[src/design/dataCachePkg.sv]
package dataCachePkg;

    ////////////////////
    // Data path widths
    ////////////////////

    // Processor word
    localparam int wordWidth = 32;

    // One cache line, eight words
    localparam int lineWidth = 256;
    localparam int wordsPerLine = lineWidth / wordWidth;

    // Byte offset inside a line
    // Bits 4..2 pick the word, bits 1..0 are ignored
    localparam int offsetBits = 5;
    localparam int wordSelLow = 2;
    localparam int wordSelBits = offsetBits - wordSelLow;

    ////////////////////
    // Controller states
    ////////////////////

    // idle       hit service, miss detection
    // writeBack  dirty victim goes out to memory
    // fill       waiting for the missing line
    // refill     line install, write miss retires here
    typedef enum logic [1:0] {
        idle,
        writeBack,
        fill,
        refill
    } cacheState;

endpackage
[src/design/storeMerge.sv]
`timescale 1ns/10ps

module storeMerge import dataCachePkg::*; (
    input  logic                 Clk,
    input  logic                 arstN,
    // Store capture on a write miss
    input  logic                 captureStore,
    input  logic [wordWidth-1:0] Address,
    input  logic [wordWidth-1:0] WData,
    // Merge select and incoming line
    input  logic                 mergeStore,
    input  logic [lineWidth-1:0] lineFillData,
    output logic [lineWidth-1:0] mergedLine
);

    ////////////////////
    // Store buffer
    ////////////////////

    logic [wordWidth-1:0]   storeWord;
    logic [wordSelBits-1:0] storeOffset;

    // Fill data only valid on the done pulse
    // sampled every cycle, so refill sees the pulse-cycle line
    logic [lineWidth-1:0]   fillLine;

    // Pending store word and its slot in the line
    always_ff @(posedge Clk or negedge arstN) begin
        if (!arstN) begin
            storeWord   <= '0;
            storeOffset <= '0;
        end else if (captureStore) begin
            storeWord   <= WData;
            storeOffset <= Address[wordSelLow +: wordSelBits];
        end
    end

    always_ff @(posedge Clk) begin
        fillLine <= lineFillData;
    end

    // Swap in the buffered word, otherwise pass the line as is
    always_comb begin
        mergedLine = fillLine;
        if (mergeStore) begin
            mergedLine[storeOffset*wordWidth +: wordWidth] = storeWord;
        end
    end

endmodule

[config.mk]
export PLATFORM = sky130hd
export DESIGN_NAME = storeMerge
export DESIGN_NICKNAME = d
export VERILOG_FILES = /design/src/design/dataCachePkg.sv /design/src/design/storeMerge.sv
export SDC_FILE = /design/constraint.sdc
export NUM_CORES = 1
export LEC_CHECK = 0
export ABC_AREA = 1
export ABC_CLOCK_PERIOD_IN_PS = 5600
export BUFFER_PORTS_ARGS = -buffer_cell sky130_fd_sc_hd__buf_4
export CAP_MARGIN = 20
export CORE_AREA = 3 3 222 224
export CTS_BUF_LIST = sky130_fd_sc_hd__clkbuf_4 sky130_fd_sc_hd__clkbuf_8
export CTS_CLUSTER_SIZE = 24
export DETAILED_ROUTE_END_ITERATION = 10
export DIE_AREA = 0 0 225 227
export SYNTH_ARGS = -nofsm -noshare
export SYNTH_HDL_FRONTEND = slang
export SYNTH_SLANG_ARGS = --single-unit
export TNS_END_PERCENT = 30
[constraint.sdc]
create_clock -name Clk -period 5.6 [get_ports Clk]
set_input_delay 1.12 -clock Clk [delete_from_list [all_inputs] [get_ports Clk]]
set_output_delay 1.12 -clock Clk [all_outputs]
set_load 0.01 [all_outputs]
Word level (Yosys, flattened, before mapping)
Index checks and enable logic that the tools add are counted.
Cells by class
  add/subtract/negate cells: 1
  shifts and indexed selects: 2
  multiplexer cells: 2
Operator list (number)
  bitwise mux 256 bit: 1
  2-to-1 mux 256 bit: 1
  variable shift 32 x 34 -> 256 bit (first input constant): 1
  variable part select 32 x 34 -> 256 bit: 1
  negator 8 -> 34 bit: 1
Word-level totals
  bits in registers: 291
  input bits: 324
  output and inout port bits: 256
  word-level logic and storage cells: 8

Longest topological paths before layout
  depth after elaboration: 4
  gate-level depth with buffers: 11
  mapped depth without buffers: 10

Worst setup path before layout
No wires, ideal clock.
  path type: input port to output port
  start: input port mergeStore
  end: output port mergedLine[40]
  data arrival time: 1.904 ns
  required time: 4.480 ns
  path slack: 2.576 ns
  stages: 7
  path through: nand2_1 -> inv_1 -> nand2_2 -> nor2_2 -> buf_2 -> nand3_1 -> nand2_1
Between the ends
  longest elaborated chain between the ends: 1
Ends and longest elaborated chain
  start, declared: line storeMerge.sv:11  | input logic mergeStore,
  2-to-1 mux 256 bit: line storeMerge.sv:45  | if (mergeStore) begin
  end, declared: line storeMerge.sv:13  | output logic [lineWidth-1:0] mergedLine
No other way between the ends.

Final worst setup path
  start: register storeOffset[0]
  end: output port mergedLine[67]
Between the ends
  longest elaborated chain between the ends: 4
  elaborated cells between the ends (all ways): 5
  those cells by class: add/sub (1); shift (2); mux (2)
Ends and longest elaborated chain
  start, declared: line storeMerge.sv:21  | logic [wordSelBits-1:0] storeOffset;
  start signal, assigned: line storeMerge.sv:34  | storeOffset <= Address[wordSelLow +: wordSelBits];
  negator 8 -> 34 bit (*): line storeMerge.sv:46  | mergedLine[storeOffset*wordWidth +: wordWidth] = storeWord;
  variable part select 32 x 34 -> 256 bit / variable shift 32 x 34 -> 256 bit (equally long branches): line storeMerge.sv:46
  bitwise mux 256 bit (*): line storeMerge.sv:46
  2-to-1 mux 256 bit (*): line storeMerge.sv:45
Mark *: on every way between the ends. The rest lies on a longest branch, timed or not.

==> impl_results.md <==
* Status: finished, final reports clean
* Critical path required time at about 4500 ps
* Post-Syn Area at around 0.011 mm^2
* ANT nets after route at 0
* Top Ports at 580
* Number of setup buffers added after CTS at 0
* CTS tree: yes
* Die X at about 230 um
* Setup TNS at 0 ps
* Synth area leader: dfxtp_1
* Core area at between 0.04 and 0.05 mm^2
* Fin nets at 2288
* Vias in the first global route at 11279
* Setup crit start kind: flip-flop
* Global router's overall resource usage at 18.5%
* Commonest non-fill, non-tap cell in the layout: buf_4
* CP Capture Type: output pin
* R2R Path End: storeWord[1]
* Synth area leaders: dfxtp_1, nand2_1, dfrtp_1, o21ai_0, inv_1
* Number of remaining DRC errors at 0
* Critical Path Fanout Max at 64
* VDD IR max at 0.218 mV
* Clock sink count at 291
* CP dominant cell by count: buf_4
* DRT iter0 DRCs at around 540
* Max Cap Viol at 0
* LEAKAGE at ~8.6 nW
* Latest clock arrival within the worst-skew pair at roughly 600 ps
* Max Transition Viols Final at 0
* Count of final setup violators at 0
* Reg2Reg Launch Point: storeWord[1]
* Post-synthesis average cell area at 7.69 um^2
* Max Root-Sink Buffers at 3
* R2r setup slk at roughly 4500 ps
* Layout Utilization at 35.3%
* Post-DP HPWL at about 38 mm
* Fmax at about 0.2 GHz
* Share of cells above drive strength 1 at between 30% and 40%
* Initial core utilization at 23.1%
* Worst Setup SP: storeOffset[0]
* GPL Wtd Cong at around 0.81
* Total number of H-tree levels at 2
* Synth Warn # at 0
* Worst-margin pin slew at around 940 ps
* Global-route wire length before repair at 70.5 mm
* Drt first pass iters at 5
* Syn nets at 1755
* DRT Wirelength at roughly 50 mm
* Routed WL per cell at about 19 um
* Hold Path Class: input port to asynchronous set/reset pin
* Delay of the slowest cell on the worst path at 820 ps
* Antenna violations before repair at 3
* Grt ovf at 0
* Crit path max-delay cell type: ha_2
* Largest net degree at the start of global routing at between 60 and 70
* Row cnt at 80
* Hold Fails Final Rpt at 0
* CTS resizes at 0
* Max_slew headroom at a little under two fifths
* Final Non-Filler Cells at around 2600
* Hold Buf Count CTS at 0
* Sequential element share of the synthesized area at between 50% and 60%
* Synth Instances at 1428
* Die Area at roughly 0.051 mm^2
* Clk root buf: clkbuf_8
* RSZ-0062 raised after global routing: false
* Unique cell type count in the Yosys netlist at 23
* Cells on worst reg2reg path at 2
* Total CTS buffers at 52
* IO buf count at between 500 and 600
* DR vias/cell at roughly 4.4
* Commonest cells after routing, fill and taps aside: buf_4, nand2_1, dfxtp_1, o21ai_0, inv_1
* PwrDens at 323 mW/mm^2
* Placed Instances at 2522
* Synthesized flop and latch total at approximately 290
* Clock skew at 0 ps
* Final period util at 89.5%
* Clock transition at the registers of the reported paths at roughly 70 ps
* Final min period at approximately 5000 ps
* Critical-path cell list: inv_2, ha_2, inv_2, buf_4, nor2_4, buf_4, nand3_1, nand2_1, buf_4
* Share of the synthesized area in the top cell type at between 40% and 50%
* Via count at around 11000
* Die Height at 227 um
* Kind of critical path: flip-flop to output pin
* WP data arrival at 3890 ps
* Area delta synth->final at 53.0%
* Hold_ws at around 470 ps
==> where the power goes <==
| group | internal [W] | total [W] | switching, W |
|---|---|---|---|
| combinational | 0.000415 | 0.00101 | 0.000592 |
| clock | 0.00124 | 0.00216 | 0.000915 |
| sequential | 0.00220 | 0.00226 | 0.0000676 |
| total | 0.00385 | 0.00543 | 0.00157 |
==> state kept, by name (all words and copies together) (netlist names) <==
signal,cells
fillLine,256
storeWord,32
storeOffset,3
==> layout make-up <==
| class | instances | area [um^2] |
|---|---|---|
| clock buffer | 82 | 1020 |
| fill | 5007 | 30700 |
| multi-input combinational | 915 | 4130 |
| clock inverter | 12 | 118 |
| antenna | 1 | 2.50 |
| timing repair buffer | 567 | 4260 |
| inverter | 134 | 503 |
| sequential | 291 | 6000 |
| tap | 615 | 769 |
==> worst max-delay path: cells and delay by family (launching register included) <==
family	cells	cell delay (ps)
buffers and inverters	5	1550
adder cells (fa/ha/maj)	1	820
flip-flops	1	360
AND/OR/NAND/NOR	3	500
==> cells in the mapped netlist <==
master    count
buf_2        36
nor3_1       23
dfxtp_1     256
dfrtp_1      35
inv_2         4
nor2_2        3
nand2_2       2
buf_1         1
o21ai_1       8
nand3_1      84
nand3b_1      1
nand2_4       1
nor2_1       58
clkbuf_1     51
nand2_1     515
nand4_1       1
nor2_4        2
o21bai_1     64
inv_1       130
o21ai_0     145
ha_1          3
mux2_2        3
nand3_2       2
==> through the flow <==
| stage | total power, W | cell area [um^2] | worst slack [ps] |
|---|---|---|---|
| finish | 0.00543 | 16800 | 585 |
| global route | 0.00568 | 16800 | 362 |
| CTS | 0.00550 | 16800 | 437 |
| detailed placement | 0.00332 | 15700 | 1160 |
| global placement | 0.00331 | 15700 | 1190 |
| floorplan | 0.00271 | 11000 | 2580 |
==> metal layers <==
layer  track usage, %  vias to the layer above  share of wire, %
li1                 -                     5513                 -
met1             22.9                     5256                41
met2             30.0                      528                45
met3             5.56                      114               9.0
met4             8.35                        6               4.2
met5                0                        -             0.082
==> logic make-up (layout without fill, tap and decap cells) <==
family	count (synthesis)	count (layout)	synth area share, %
flops	291	291	54.6
mux	3	3	0.308
simple gates	692	692	25.4
compound gates	217	217	11.3
buf+inv	222	795	8.00
fa+ha+maj	3	3	0.342
other cells	0	1	0
==> how the worst max path moves through the flow <==
stage                                 end  slack [ps]
final                      mergedLine[67]         590
after CTS                  mergedLine[67]         440
after detailed placement   mergedLine[67]        1160
after global placement    mergedLine[207]        1190
after floorplan            mergedLine[40]        2580
after global routing       mergedLine[67]         360
Power figures use the tool's default switching activity.
