**src/design/dataCachePkg.sv**
```systemverilog
package dataCachePkg;

    ////////////////////
    // Data path widths
    ////////////////////

    // Processor word
    localparam int wordWidth = 32;

    // One cache line, eight words
    localparam int lineWidth = 256;
    localparam int wordsPerLine = lineWidth / wordWidth;

    // Byte offset inside a line
    // Bits 4..2 pick the word, bits 1..0 are ignored
    localparam int offsetBits = 5;
    localparam int wordSelLow = 2;
    localparam int wordSelBits = offsetBits - wordSelLow;

    ////////////////////
    // Controller states
    ////////////////////

    // idle       hit service, miss detection
    // writeBack  dirty victim goes out to memory
    // fill       waiting for the missing line
    // refill     line install, write miss retires here
    typedef enum logic [1:0] {
        idle,
        writeBack,
        fill,
        refill
    } cacheState;

endpackage
```
**src/design/cacheControl.sv**
```systemverilog
`timescale 1ns/10ps

module cacheControl import dataCachePkg::*; (
    input  logic Clk,
    input  logic arstN,
    // Processor request
    input  logic En,
    input  logic RW,
    // Array status
    input  logic hit,
    input  logic victimDirty,
    // Memory done pulses
    input  logic lineWriteDone,
    input  logic lineFillDone,
    // Processor hold
    output logic Stall,
    // Array and merge strobes
    output logic wordWrite,
    output logic lineInstall,
    output logic mergeStore,
    output logic captureStore,
    // Memory enables
    output logic lineWriteEnable,
    output logic lineFillEnable
);

    ////////////////////
    // State register
    ////////////////////

    cacheState state;
    cacheState nextState;

    // Request looked at only while idle
    logic reqMiss;
    logic reqHit;

    assign reqHit  = En && hit;
    assign reqMiss = En && !hit;

    always_ff @(posedge Clk or negedge arstN) begin
        if (!arstN) begin
            state <= idle;
        end else begin
            state <= nextState;
        end
    end

    ////////////////////
    // Next state
    ////////////////////

    always_comb begin
        nextState = state;
        case (state)
            idle: begin
                // Dirty victim must leave before the fill starts
                if (reqMiss) begin
                    if (victimDirty) begin
                        nextState = writeBack;
                    end else begin
                        nextState = fill;
                    end
                end
            end
            writeBack: begin
                // Held until memory takes the line
                if (lineWriteDone) begin
                    nextState = fill;
                end
            end
            fill: begin
                // Latency set by memory, ends on the done pulse
                if (lineFillDone) begin
                    nextState = refill;
                end
            end
            refill: begin
                // Single install cycle
                nextState = idle;
            end
            default: begin
                nextState = idle;
            end
        endcase
    end

    ////////////////////
    // Outputs
    ////////////////////

    // Enables are plain state decodes
    // they fall one cycle after the done pulse
    assign lineWriteEnable = (state == writeBack);
    assign lineFillEnable  = (state == fill);

    // Write hit commits straight into the array
    assign wordWrite = (state == idle) && reqHit && RW;

    // Store word saved once, in the cycle the miss shows up
    assign captureStore = (state == idle) && reqMiss && RW;

    // Install in refill, merged only for a write miss
    // request is held stable, so RW still tells the miss type
    assign lineInstall = (state == refill);
    assign mergeStore  = (state == refill) && RW;

    always_comb begin
        case (state)
            idle: begin
                // Combinational stall on a miss
                Stall = reqMiss;
            end
            writeBack, fill: begin
                Stall = 1'b1;
            end
            refill: begin
                // Write retires at install, read retries next cycle
                Stall = !RW;
            end
            default: begin
                Stall = 1'b1;
            end
        endcase
    end

endmodule

```
**config.mk**
```make
export PLATFORM = sky130hd
export DESIGN_NAME = cacheControl
export DESIGN_NICKNAME = d
export VERILOG_FILES = /design/src/design/dataCachePkg.sv /design/src/design/cacheControl.sv
export SDC_FILE = /design/constraint.sdc
export NUM_CORES = 1
export LEC_CHECK = 0
export BUFFER_PORTS_ARGS = -buffer_cell sky130_fd_sc_hd__buf_2
export CAP_MARGIN = 20
export CORE_AREA = 2 2 39 41
export CTS_CLUSTER_SIZE = 25
export DETAILED_ROUTE_END_ITERATION = 10
export DIE_AREA = 0 0 41 43
export SLEW_MARGIN = 10
export SYNTH_ARGS = -nofsm -noshare
export SYNTH_HDL_FRONTEND = slang
export SYNTH_SLANG_ARGS = --single-unit
export TNS_END_PERCENT = 100
```
**constraint.sdc**
```tcl
create_clock -name Clk -period 2.2 [get_ports Clk]
set_input_delay 0.44 -clock Clk [delete_from_list [all_inputs] [get_ports Clk]]
set_output_delay 0.44 -clock Clk [all_outputs]
set_load 0.005 [all_outputs]
```
== Word level (Yosys, flattened, before mapping) ==
Cells that the tools add are included.

* Latch bits: 0
* Output and inout bits: 7
* RAM bits: 0
* Memories: 0
* Input bits: 8
* Register bits after elaboration: 2
* Word-level logic and storage cells: 25
* Memory bits (read-only): 0

* $lt $le $gt $ge: 0
* Multiply operators: 0
* Divide/modulo/power cells: 0
* Reduce and logical (&&, ||, !) cells: 12
* Bitwise logic cells: 0
* Add/sub/neg operators: 0
* Equality and inequality tests: 6
* Shifts and indexed selects: 0
* Muxes and demuxes: 6

{| class="wikitable"
|+ Operator list
! operator !! number
|-
| 2-to-1 mux 2 bit || 4
|-
| one-hot mux 2 bit (4 select lines) || 1
|-
| logical AND 1 bit || 7
|-
| inequality test 2 bit (second input constant) || 3
|-
| equality test 2 bit (second input constant) || 2
|-
| one-hot mux 1 bit (3 select lines) || 1
|-
| AND reduction 3 bit || 1
|-
| equality test 2 x 1 -> 1 bit (second input constant) || 1
|-
| zero test 1 bit || 2
|-
| zero test 2 bit || 1
|-
| OR reduction 2 bit || 1
|}

== Logic depth before layout (Yosys ltp) ==
Gate-level depths: netlist of run 1.

* Word-level depth: 4
* Depth in mapped cells: 5
* Gate-level depth less buffers: 5

== Least setup slack after synthesis of run 1 ==
OpenSTA, ideal clock, no wires.

* Path kind: register -> output
* Start point: reg state[0]
* End point: out Stall
* Data arrival time: 0.993 ns
* Cell stages (with the launch flop): 5
* Path slack: 0.767 ns
* Required time: 1.760 ns
* Buffers on the path: 0
* Path through: dfrtp_1 -> inv_1 -> ha_1 -> a211oi_1 -> a21oi_1

* Cells in the longest elaborated chain, start to end: 3
* Elaborated cells on any way between the ends: 6
* Classes of those cells: eq/ne (3); mux (1); reduce/logical (2)

{| class="wikitable"
|+ Ends and longest elaborated chain
! what !! line !! RTL
|-
| start: declaration || cacheControl.sv:31 || <nowiki>cacheState state;</nowiki>
|-
| start signal: assignment || cacheControl.sv:43 || <nowiki>state <= idle;</nowiki>
|-
| start signal: assignment || cacheControl.sv:45 || <nowiki>state <= nextState;</nowiki>
|-
| equality test 2 x 1 -> 1 bit or equality test 2 bit (tied branches) || cacheControl.sv:109 || <nowiki>case (state)</nowiki>
|-
| OR reduction 2 bit || cacheControl.sv:109 ||
|-
| one-hot mux 1 bit (3 select lines) * || cacheControl.sv:109 ||
|-
| end: declaration || cacheControl.sv:16 || <nowiki>output logic Stall,</nowiki>
|}

Every way passes the cells marked *; elsewhere a longest branch is shown, timed or not.

== Final worst setup path of run 1 ==
Ends and elaborated chain as after synthesis.

==> impl_metrics.csv, run 1 <==
group,metric,value,unit
logic_synthesis,synth_cells,26,
floorplanning,ioPinCount,15,
clocking,clock_sinks,2,
logic_synthesis,ys_types,13,
cells_and_area,largest-register,"state",
clocking,clockBufferDepth,2,
cells_and_area,fillers,161,
grt,grt_pass1_wl,724,um
detailed_routing,wl_per_cell,8.283,um
cells_and_area,syn_to_final_growth,53.55,%
logic_synthesis,synth.avg_cell_area,8.807,sq um
timing,tightest_slew,0.4602,ns
clocking,cts.clk_slew.worst_paths,0.03,ns
worst_setup_path,cp_num_buf_inv,2,
detailed_routing,wirelength,497,um
logic_synthesis,syn_nets,39,
logic_synthesis,yosysWarnings,0,
logic_synthesis,syn-cell-area,229.0,sq um
cells_and_area,instances_no_fill,60,
floorplanning,core_area,1384,sq um
grt,grt_overflow,0,
clocking,clk_latency,0.22,ns
floorplanning,start_util,16.55,%
clocking,numCtsBuffers,3,
place,place_congestion,0.7076,
place,placed_area,319.1,sq um
timing,post-route-period-util,83.57,%
timing,fmax,543.9,MHz
floorplanning,die_h,43,um
worst_setup_path,crit_chain,"inv_1, ha_1, a211oi_1, a21oi_1, buf_2",
timing,fin_crit,1.839,ns
floorplanning,die_width,41,um
power_and_ir_drop,finalPower,0.4228,mW
timing,setup_violations,0,
cells_and_area,n_antenna_cell,0,
floorplanning,rows,14,
timing,maxSlewViolCount,0,
power_and_ir_drop,p_per_area,1203,nW/um^2
place,preCtsSetupSlack,0.5843,ns
cells_and_area,multi_input_area,156.4,sq um
timing,slew_headroom,69.32,%
detailed_routing,viasPerCell,3.850,
timing,rsz0062_at_grt,"false",
flow_run,maxCapViolations,0,
place,dp_hpwl,405.6,um
timing,hold_viol_final,0,
logic_synthesis,synth.most_common_cell,"inv_1",
floorplanning,die-area,1763,sq um
grt,grt_pass1_vias,218,
logic_synthesis,ys_ff_latch,2,
clocking,h-tree-depth,1,
cells_and_area,drive_above_1_share,40.91,%
worst_setup_path,critPathSlowestCell,"dfrtp_1",
cells_and_area,utilization,25.41,%
grt,grt_max_degree,6,
logic_synthesis,ys_async_sr_fraction,100.0,%
power_and_ir_drop,p_leak,0.2147,nW
detailed_routing,vias,231,
place,place_inst,56,
logic_synthesis,synthFlopType,"dfrtp_1",
worst_setup_path,r2r_start,"state[0]",
cells_and_area,seqCellArea,50.05,sq um
timing,timing.hold.ws,0.5316,ns
worst_setup_path,cp-startpoint,"state[0]",
worst_setup_path,worst-endpoint-required,1.76,ns
worst_hold_path,min_path_type,"in -> async",
detailed_routing,dr.pass1.iters,4,
worst_setup_path,critPathMaxStageDelay,0.37,ns
place,io_buffers,14,
logic_synthesis,netlist.area_leader.share,27.32,%
grt,antenna_found_initial,0,
worst_setup_path,cp-start-kind,"register",
run_status,status,"completed",
worst_setup_path,cp_max_fo,4,
worst_setup_path,arrival,1.40,ns
logic_synthesis,synth-edff-count,0,
clocking,cts_repair_resize_count,0,
detailed_routing,antenna_left,0,
logic_synthesis,synth_top_cells_by_count,"inv_1 (6), ha_1 (5), mux2i_1 (3), dfrtp_1 (2), nor2_1 (2)",
logic_synthesis,seq_area_frac_synth,21.86,%
cells_and_area,largest_register_ffs,2,
worst_setup_path,critPathKind,"reg -> out",
logic_synthesis,synth_top_cell_by_area,"ha_1",
detailed_routing,drt_iter0_markers,3,
clocking,cts_root_buf,"clkbuf_4",
cells_and_area,nets,59,
detailed_routing,drc,0,
worst_setup_path,crit_path_end_kind,"output port",
timing,clock_skew,0.001472,ns
clocking,cts_tree,"done",
cells_and_area,top_regs,"state (2)",
power_and_ir_drop,ir_worst_vdd,429.1,uV
timing,setup_tns,0,ns
timing,fin_ws,0.3615,ns
worst_setup_path,crit_family,"flip-flops",
clocking,postCtsSetupBuffers,0,
logic_synthesis,yosys-top-cells-area,"ha_1 (27%), dfrtp_1 (22%), mux2i_1 (13%)",
grt,grt_usage,6.526,%
cells_and_area,final_area,351.6,sq um
cell type report:
cell class | instances | area share, %
clock buffers | 3 | 6.406
inverters | 6 | 6.406
multi-input cells | 18 | 44.48
flip-flops and latches | 2 | 14.23
well taps | 16 | 5.694
repair buffers | 15 | 22.78
report_power, final:
group	leakage, nW	internal, mW	switching, mW
Sequential	0.0236	0.0579	0.0159
Combinational	0.177	0.132	0.136
Clock	0.0138	0.0602	0.0208
Total	0.215	0.250	0.172
layer usage:
layer / up-vias / global-route usage [%] / wire, um
met2: 6 / 9.688 / 251
li1: 121 / - / -
met3: 0 / 1.571 / 31
met1: 104 / 6.109 / 214
met4: 0 / 8.000 / 0
met5: - / 0 / 0
cells by family after synthesis:
kind of cell	synth area share [%]
adders and majority gates	27.32
buffers and inverters	9.835
muxes	13.12
DFF	21.86
AOI/OAI and AO/OA	12.02
and+or+nand+nor	15.84
worst reg2reg max path, delay by kind of cell (launching register included):
family,cells,cell delay (ns)
flops,1,0.37
compound gates,1,0.47
mux,1,0.27
buf+inv,1,0.10
fa+ha+maj,1,0.24
worst paths after layout:
| path | to | slack [ns] | cells after the start |
|---|---|---|---|
| max | Stall | 0.36 | 5 |
| min | state[0] | 0.53 | 2 |
| max reg2reg | state[1] | 0.66 | 4 |
| min reg2reg | state[1] | 0.66 | 2 |
| max in group asynchronous | state[1] | 1.57 | 2 |
| min in group Clk | state[1] | 0.55 | 4 |
cell usage in the layout (no fill, tap or decap):
cell and instances:
nand2b_4 1, inv_1 6, and2_1 1, nand2_1 1, o21ai_0 1, nor2_1 2, ha_1 5, nand3_1 1
dfrtp_1 2, clkbuf_4 3, mux2i_1 3, dlygate4sd3_1 1, a222oi_1 1, a211oi_1 1, buf_2 14, a21oi_1 1
timing repair:
| item | CTS | global route |
|---|---|---|
| endpoints found under the setup margin | 0 | 0 |
| endpoints found under the hold margin | 2 | 0 |
| hold buffers | 1 | 0 |
Note: power is estimated with default switching activity, not from simulation.
==> run 2, diff against run 1 <==
Settings changed: ABC_AREA set to 1.
Clock period 2.2 ns to 1.7 ns, I/O delays scaled along.
==> run 2 against run 1 <==
Utilization up 5.3 points. Largest power group unchanged. Register-to-register slack worse by 0.28 ns. Flip-flop and latch count unchanged. Critical endpoint unchanged. Wire length up 10%. Design area up 21%.
==> impl_metrics.csv, run 2 <==
group,metric,value,unit
cells_and_area,top_regs,"state (2)",
cells_and_area,mostFrequentLayoutCells,"buf_2 (14), nand2_1 (11), inv_1 (8), ha_1 (4), buf_4 (4)",
detailed_routing,drt_iter0_markers,7,
place,io_buffers,14,
detailed_routing,vias,297,
logic_synthesis,synth.avg_cell_area,6.287,sq um
grt,grt_max_degree,5,
power_and_ir_drop,ir_worst_vdd,489.7,uV
cells_and_area,drive_above_1_share,46.03,%
cells_and_area,largest_register_ffs,2,
grt,grt_usage,8.133,%
logic_synthesis,syn-cell-area,257.7,sq um
clocking,cts.clk_slew.worst_paths,0.03,ns
place,place_congestion,0.6252,
logic_synthesis,yosysWarnings,0,
clocking,numCtsBuffers,3,
logic_synthesis,synth-edff-count,0,
worst_setup_path,cp-start-kind,"register",
cells_and_area,instances_no_fill,79,
logic_synthesis,ys_async_sr_fraction,100.0,%
worst_setup_path,critPathMaxStageDelay,0.38,ns
timing,slew_headroom,90.55,%
timing,timing.hold.ws,0.4322,ns
worst_setup_path,arrival,1.30,ns
logic_synthesis,netlist.area_leader.share,24.27,%
timing,maxSlewViolCount,0,
detailed_routing,wirelength,548,um
place,dp_hpwl,425.1,um
grt,grt_overflow,0,
worst_setup_path,r2r_start,"state[0]",
timing,setup_tns,0,ns
cells_and_area,largest-register,"state",
worst_setup_path,cp_max_fo,3,
cells_and_area,fillers,157,
logic_synthesis,synth.most_common_cell,"nand2_1",
detailed_routing,drc,0,
timing,tightest_slew,0.1403,ns
logic_synthesis,ys_types,10,
clocking,clockBufferDepth,2,
grt,use_met1,8.039,%
grt,use_met3,4.712,%
cells_and_area,utilization,30.74,%
timing,clock_skew,0.001972,ns
clocking,clock_sinks,2,
cells_and_area,nets,78,
clocking,cts_root_buf,"clkbuf_4",
power_and_ir_drop,p_per_area,1675,nW/um^2
timing,fin_crit,1.638,ns
timing,fmax,610.6,MHz
floorplanning,ioPinCount,15,
timing,setup_violations,0,
timing,hold_viol_final,0,
floorplanning,start_util,18.63,%
logic_synthesis,synth_cells,41,
cells_and_area,syn_to_final_growth,65.05,%
logic_synthesis,ys_ff_latch,2,
clocking,h-tree-depth,1,
detailed_routing,wl_per_cell,6.937,um
clocking,clk_latency,0.22,ns
logic_synthesis,yosys-top-cells-area,"ha_1 (24%), dfrtp_1 (19%), nand2_1 (16%)",
worst_setup_path,rr_worst_depth,8,
grt,grt_busiest_layer,"met2",
run_status,status,"completed",
logic_synthesis,synth_top_cell_by_area,"ha_1",
worst_hold_path,min_path_type,"in -> async",
grt,grt_pass1_wl,931,um
logic_synthesis,synthFlopType,"dfrtp_1",
worst_setup_path,critPathKind,"reg -> out",
floorplanning,die_h,43,um
timing,post-route-period-util,96.34,%
worst_setup_path,rr_endpoint,"state[1]",
clocking,cts_tree,"done",
cells_and_area,final_common_cell,"buf_2",
grt,antenna_found_initial,0,
detailed_routing,dr.pass1.iters,4,
worst_setup_path,crit_chain,"inv_2, ha_4, nor2_2, o21ai_0, nand2_1, inv_1, buf_2",
flow_run,maxCapViolations,0,
worst_setup_path,crit_path_end_kind,"output port",
floorplanning,die-area,1763,sq um
floorplanning,rows,14,
logic_synthesis,seq_area_frac_synth,19.42,%
logic_synthesis,synth_top_cells_by_count,"nand2_1 (11), inv_1 (10), ha_1 (5), nor2_1 (4), nand3_1 (3)",
detailed_routing,antenna_left,0,
timing,rsz0062_at_grt,"false",
power_and_ir_drop,p_leak,0.2752,nW
grt,grt_pass1_vias,271,
cells_and_area,n_antenna_cell,0,
place,place_inst,71,
worst_setup_path,reg2reg_slack,0.38,ns
grt,grtUsageMet2,11.88,%
floorplanning,core_area,1384,sq um
worst_setup_path,critPathSlowestCell,"dfrtp_1",
logic_synthesis,syn_nets,54,
floorplanning,die_width,41,um
worst_setup_path,worst-endpoint-required,1.36,ns
detailed_routing,viasPerCell,3.759,
-- run 2: changes by cell type in the layout (fill, tap and decap cells not counted), moves of 2 or more --
cell / delta
nand2_1: +10
buf_4: +4
inv_1: +2
nand2_2: +2
mux2i_1: -3
inv_2: +3
nand3_1: +2
-- run 2: critical path: cells and delay by family (launching register included) --
family	cells	cell delay, ns
adders and majority gates	1	0.20
buffers and inverters	3	0.24
DFF	1	0.38
and+or+nand+nor	2	0.17
AOI/OAI and AO/OA	1	0.09
-- run 2: logic make-up after synthesis --
kind of cell / Yosys count / share of synthesized area (%)
fa+ha+maj: 5 / 24.27
buf+inv: 11 / 16.02
simple gates: 21 / 36.40
flops: 2 / 19.42
compound gates: 2 / 3.884
-- run 2: how the worst max path moves through the flow --
stage | from | endpoint | slack, ns
6_report | state[0] | Stall | 0.06
4_1_cts | state[0] | Stall | 0.001
2_1_floorplan | state[0] | Stall | 0.34
5_1_grt | state[0] | Stall | 0.000002
3_5_place_dp | state[0] | Stall | 0.17
3_3_place_gp | state[0] | Stall | 0.17
-- run 2: power breakdown --
part / switching [mW] / total [mW] / internal, mW / leakage, nW
Sequential: 0.0155 / 0.0886 / 0.0731 / 0.0247
Clock: 0.0263 / 0.104 / 0.0778 / 0.0138
Combinational: 0.255 / 0.520 / 0.265 / 0.237
-- run 2: layout make-up --
type,instances,area [sq um],area share [%]
repair buffers,19,110.1,25.88
inverters,11,41.29,9.706
well taps,16,20.02,4.706
multi-input cells,28,181.4,42.65
clock buffers,3,22.52,5.294
flip-flops and latches,2,50.05,11.76
-- run 2: metrics by stage --
step / cell area (sq um) / worst slack [ns] / power, mW
after floorplan: 257.7 / 0.3449 / 0.3576
final: 425.4 / 0.06222 / 0.7125
after detailed placement: 347.8 / 0.1743 / 0.4697
after global placement: 347.8 / 0.1711 / 0.4688
after global routing: 425.4 / 0.000001776 / 0.7958
after CTS: 402.9 / 0.001349 / 0.6474
-- run 2: layer usage --
layer	wire length (um)	up-vias	part of all wire, %
li1	-	164	-
met1	241	123	44
met3	45	0	8.2
met5	0	-	0
met2	261	10	48
met4	0	0	0
-- run 2: what timing repair did --
| item | CTS | global route |
|---|---|---|
| setup endpoints to repair | 1 | 1 |
| pin swaps | 1 | 1 |
| resized for setup | 1 | 3 |
| buffers inserted | 3 | 1 |
| hold endpoints to repair | 2 | 0 |
| hold buffers | 1 | 0 |
==> run 3, diff against run 2 <==
Settings changed: ABC_AREA 1 to not set.
==> run 3 against run 2 <==
Total power down 1.2%. Fmax is 0.70% lower. Clock power about the same. Global-route usage fell by 0.80 points. Clock skew is essentially flat. Critical endpoint unchanged. Largest power group unchanged.
==> impl_metrics.csv, run 3 (synthesized netlist as in run 1, its figures left out) <==
group,metric,value,unit
detailed_routing,wl_met1,216,um
place,preCtsSetupSlack,0.1618,ns
timing,tightest_slew,0.4676,ns
timing,hold_viol_final,0,
place,placed_area,319.1,sq um
cells_and_area,drive_above_1_share,56.25,%
detailed_routing,vias,252,
worst_setup_path,cp-start-kind,"register",
power_and_ir_drop,internal_power,0.4258,mW
power_and_ir_drop,power.clock.fraction,14.7,%
floorplanning,core_area,1384,sq um
grt,grt_overflow,0,
cells_and_area,final_area,415.4,sq um
power_and_ir_drop,p_leak,0.2343,nW
cells_and_area,mostFrequentLayoutCells,"buf_2 (14), inv_1 (4)",
timing,slew_headroom,68.83,%
clocking,cts_tree,"done",
timing,fin_ws,0.05060,ns
timing,post-route-period-util,97.02,%
cells_and_area,top_regs,"state (2)",
clocking,cts_root_buf,"clkbuf_4",
clocking,h-tree-depth,1,
cells_and_area,largest-register,"state",
worst_setup_path,r2r_start,"state[1]",
clocking,clockBufferDepth,2,
place,place_congestion,0.6149,
detailed_routing,top_layer,"met3",
cells_and_area,n_antenna_cell,0,
run_status,status,"completed",
timing,maxSlewViolCount,0,
grt,grt_max_degree,6,
timing,setup_tns,0,ns
grt,antenna_found_initial,0,
floorplanning,die_h,43,um
clocking,clock_sinks,2,
power_and_ir_drop,ir_worst_vdd,478.8,uV
timing,fmax,606.3,MHz
detailed_routing,dr.pass1.iters,4,
place,io_buffers,14,
detailed_routing,wl_per_cell,9.031,um
worst_setup_path,rr_endpoint,"state[0]",
worst_setup_path,rr_worst_depth,4,
grt,grt_pass1_vias,241,
detailed_routing,viasPerCell,3.938,
floorplanning,die_width,41,um
floorplanning,rows,14,
place,place_inst,56,
power_and_ir_drop,p_per_area,1694,nW/um^2
cells_and_area,instances_no_fill,64,
grt,grt_usage,7.329,%
worst_setup_path,crit_path_end_kind,"output port",
cells_and_area,multi_input_area,186.4,sq um
power_and_ir_drop,p_switching,0.2779,mW
detailed_routing,drt_iter0_markers,5,
timing,setup_violations,0,
clocking,clk_latency,0.22,ns
timing,clock_skew,0.001586,ns
detailed_routing,drc,0,
detailed_routing,wirelength,578,um
power_and_ir_drop,pwr-share-seq,13.5,%
worst_setup_path,cp_max_fo,5,
worst_hold_path,min_path_type,"in -> async",
worst_setup_path,cp-startpoint,"state[0]",
cells_and_area,fillers,157,
cells_and_area,seqCellArea,50.05,sq um
power_and_ir_drop,comb_power_share,71.8,%
timing,fin_crit,1.649,ns
cells_and_area,nets,63,
grt,grt_pass1_wl,828,um
worst_setup_path,critPathKind,"reg -> out",
power_and_ir_drop,p_sw_share,39.49,%
detailed_routing,antenna_left,0,
floorplanning,ioPinCount,15,
floorplanning,start_util,16.55,%
cells_and_area,syn_to_final_growth,81.42,%
worst_setup_path,arrival,1.31,ns
flow_run,maxCapViolations,0,
cells_and_area,final_common_cell,"buf_2",
clocking,cts.clk_slew.worst_paths,0.03,ns
floorplanning,die-area,1763,sq um
worst_setup_path,worst-endpoint-required,1.36,ns
detailed_routing,wl_met3,32,um
clocking,numCtsBuffers,3,
worst_setup_path,reg2reg_slack,0.14,ns
cells_and_area,utilization,30.02,%
detailed_routing,dr_wl_met2,329,um
cells_and_area,largest_register_ffs,2,
-- run 3: layer usage --
layer | global-route usage [%] | vias up
met5 | 0 | -
met2 | 11.25 | 6
li1 | - | 129
met4 | 8.000 | 0
met1 | 7.074 | 117
met3 | 1.571 | 0
-- run 3: critical path: stages (launching register included) --
cell      delay [ns]
dfrtp_1         0.38
inv_2           0.08
ha_1            0.28
a211oi_2        0.17
a21oi_1         0.05
buf_2           0.13
-- run 3: power by group through the flow --
stage / sequential (mW) / clock (mW) / combinational (mW)
after floorplan: 0.0907 / 0 / 0.238
after global placement: 0.0953 / 0 / 0.346
after detailed placement: 0.0973 / 0 / 0.356
after CTS: 0.0910 / 0.112 / 0.403
after global routing: 0.0973 / 0.110 / 0.572
final: 0.0949 / 0.103 / 0.505
-- run 3: repair_timing --
item / 4_1_cts / 5_1_grt
pin swaps: 0 / 2
hold endpoints to repair: 2 / 0
buffers inserted: 2 / 2
endpoints found under the setup margin: 1 / 1
hold buffers: 1 / 0
gates resized for setup: 2 / 5
-- run 3: how the worst max path moves through the flow --
stage,cells after the start,endpoint,slack (ns)
floorplan,4,state[0],0.29
global placement,5,Stall,0.19
detailed placement,4,state[1],0.16
CTS,5,Stall,0.005
global route,5,Stall,-0.01
finish,5,Stall,0.05
-- run 3: layout make-up --
| type | instances | area share (%) |
|---|---|---|
| Sequential cell | 2 | 12.05 |
| Inverter | 6 | 5.422 |
| Multi-Input combinational cell | 18 | 44.88 |
| Clock buffer | 3 | 5.422 |
| Tap cell | 16 | 4.819 |
| Timing Repair Buffer | 19 | 27.41 |
-- run 3: per-stage QoR --
stage / hold WS, ns / power [mW]
2_1_floorplan: 0.04441 / 0.3285
3_3_place_gp: 0.1334 / 0.4416
3_5_place_dp: 0.1295 / 0.4531
4_1_cts: 0.4230 / 0.6061
5_1_grt: 0.4501 / 0.7791
6_report: 0.4338 / 0.7037
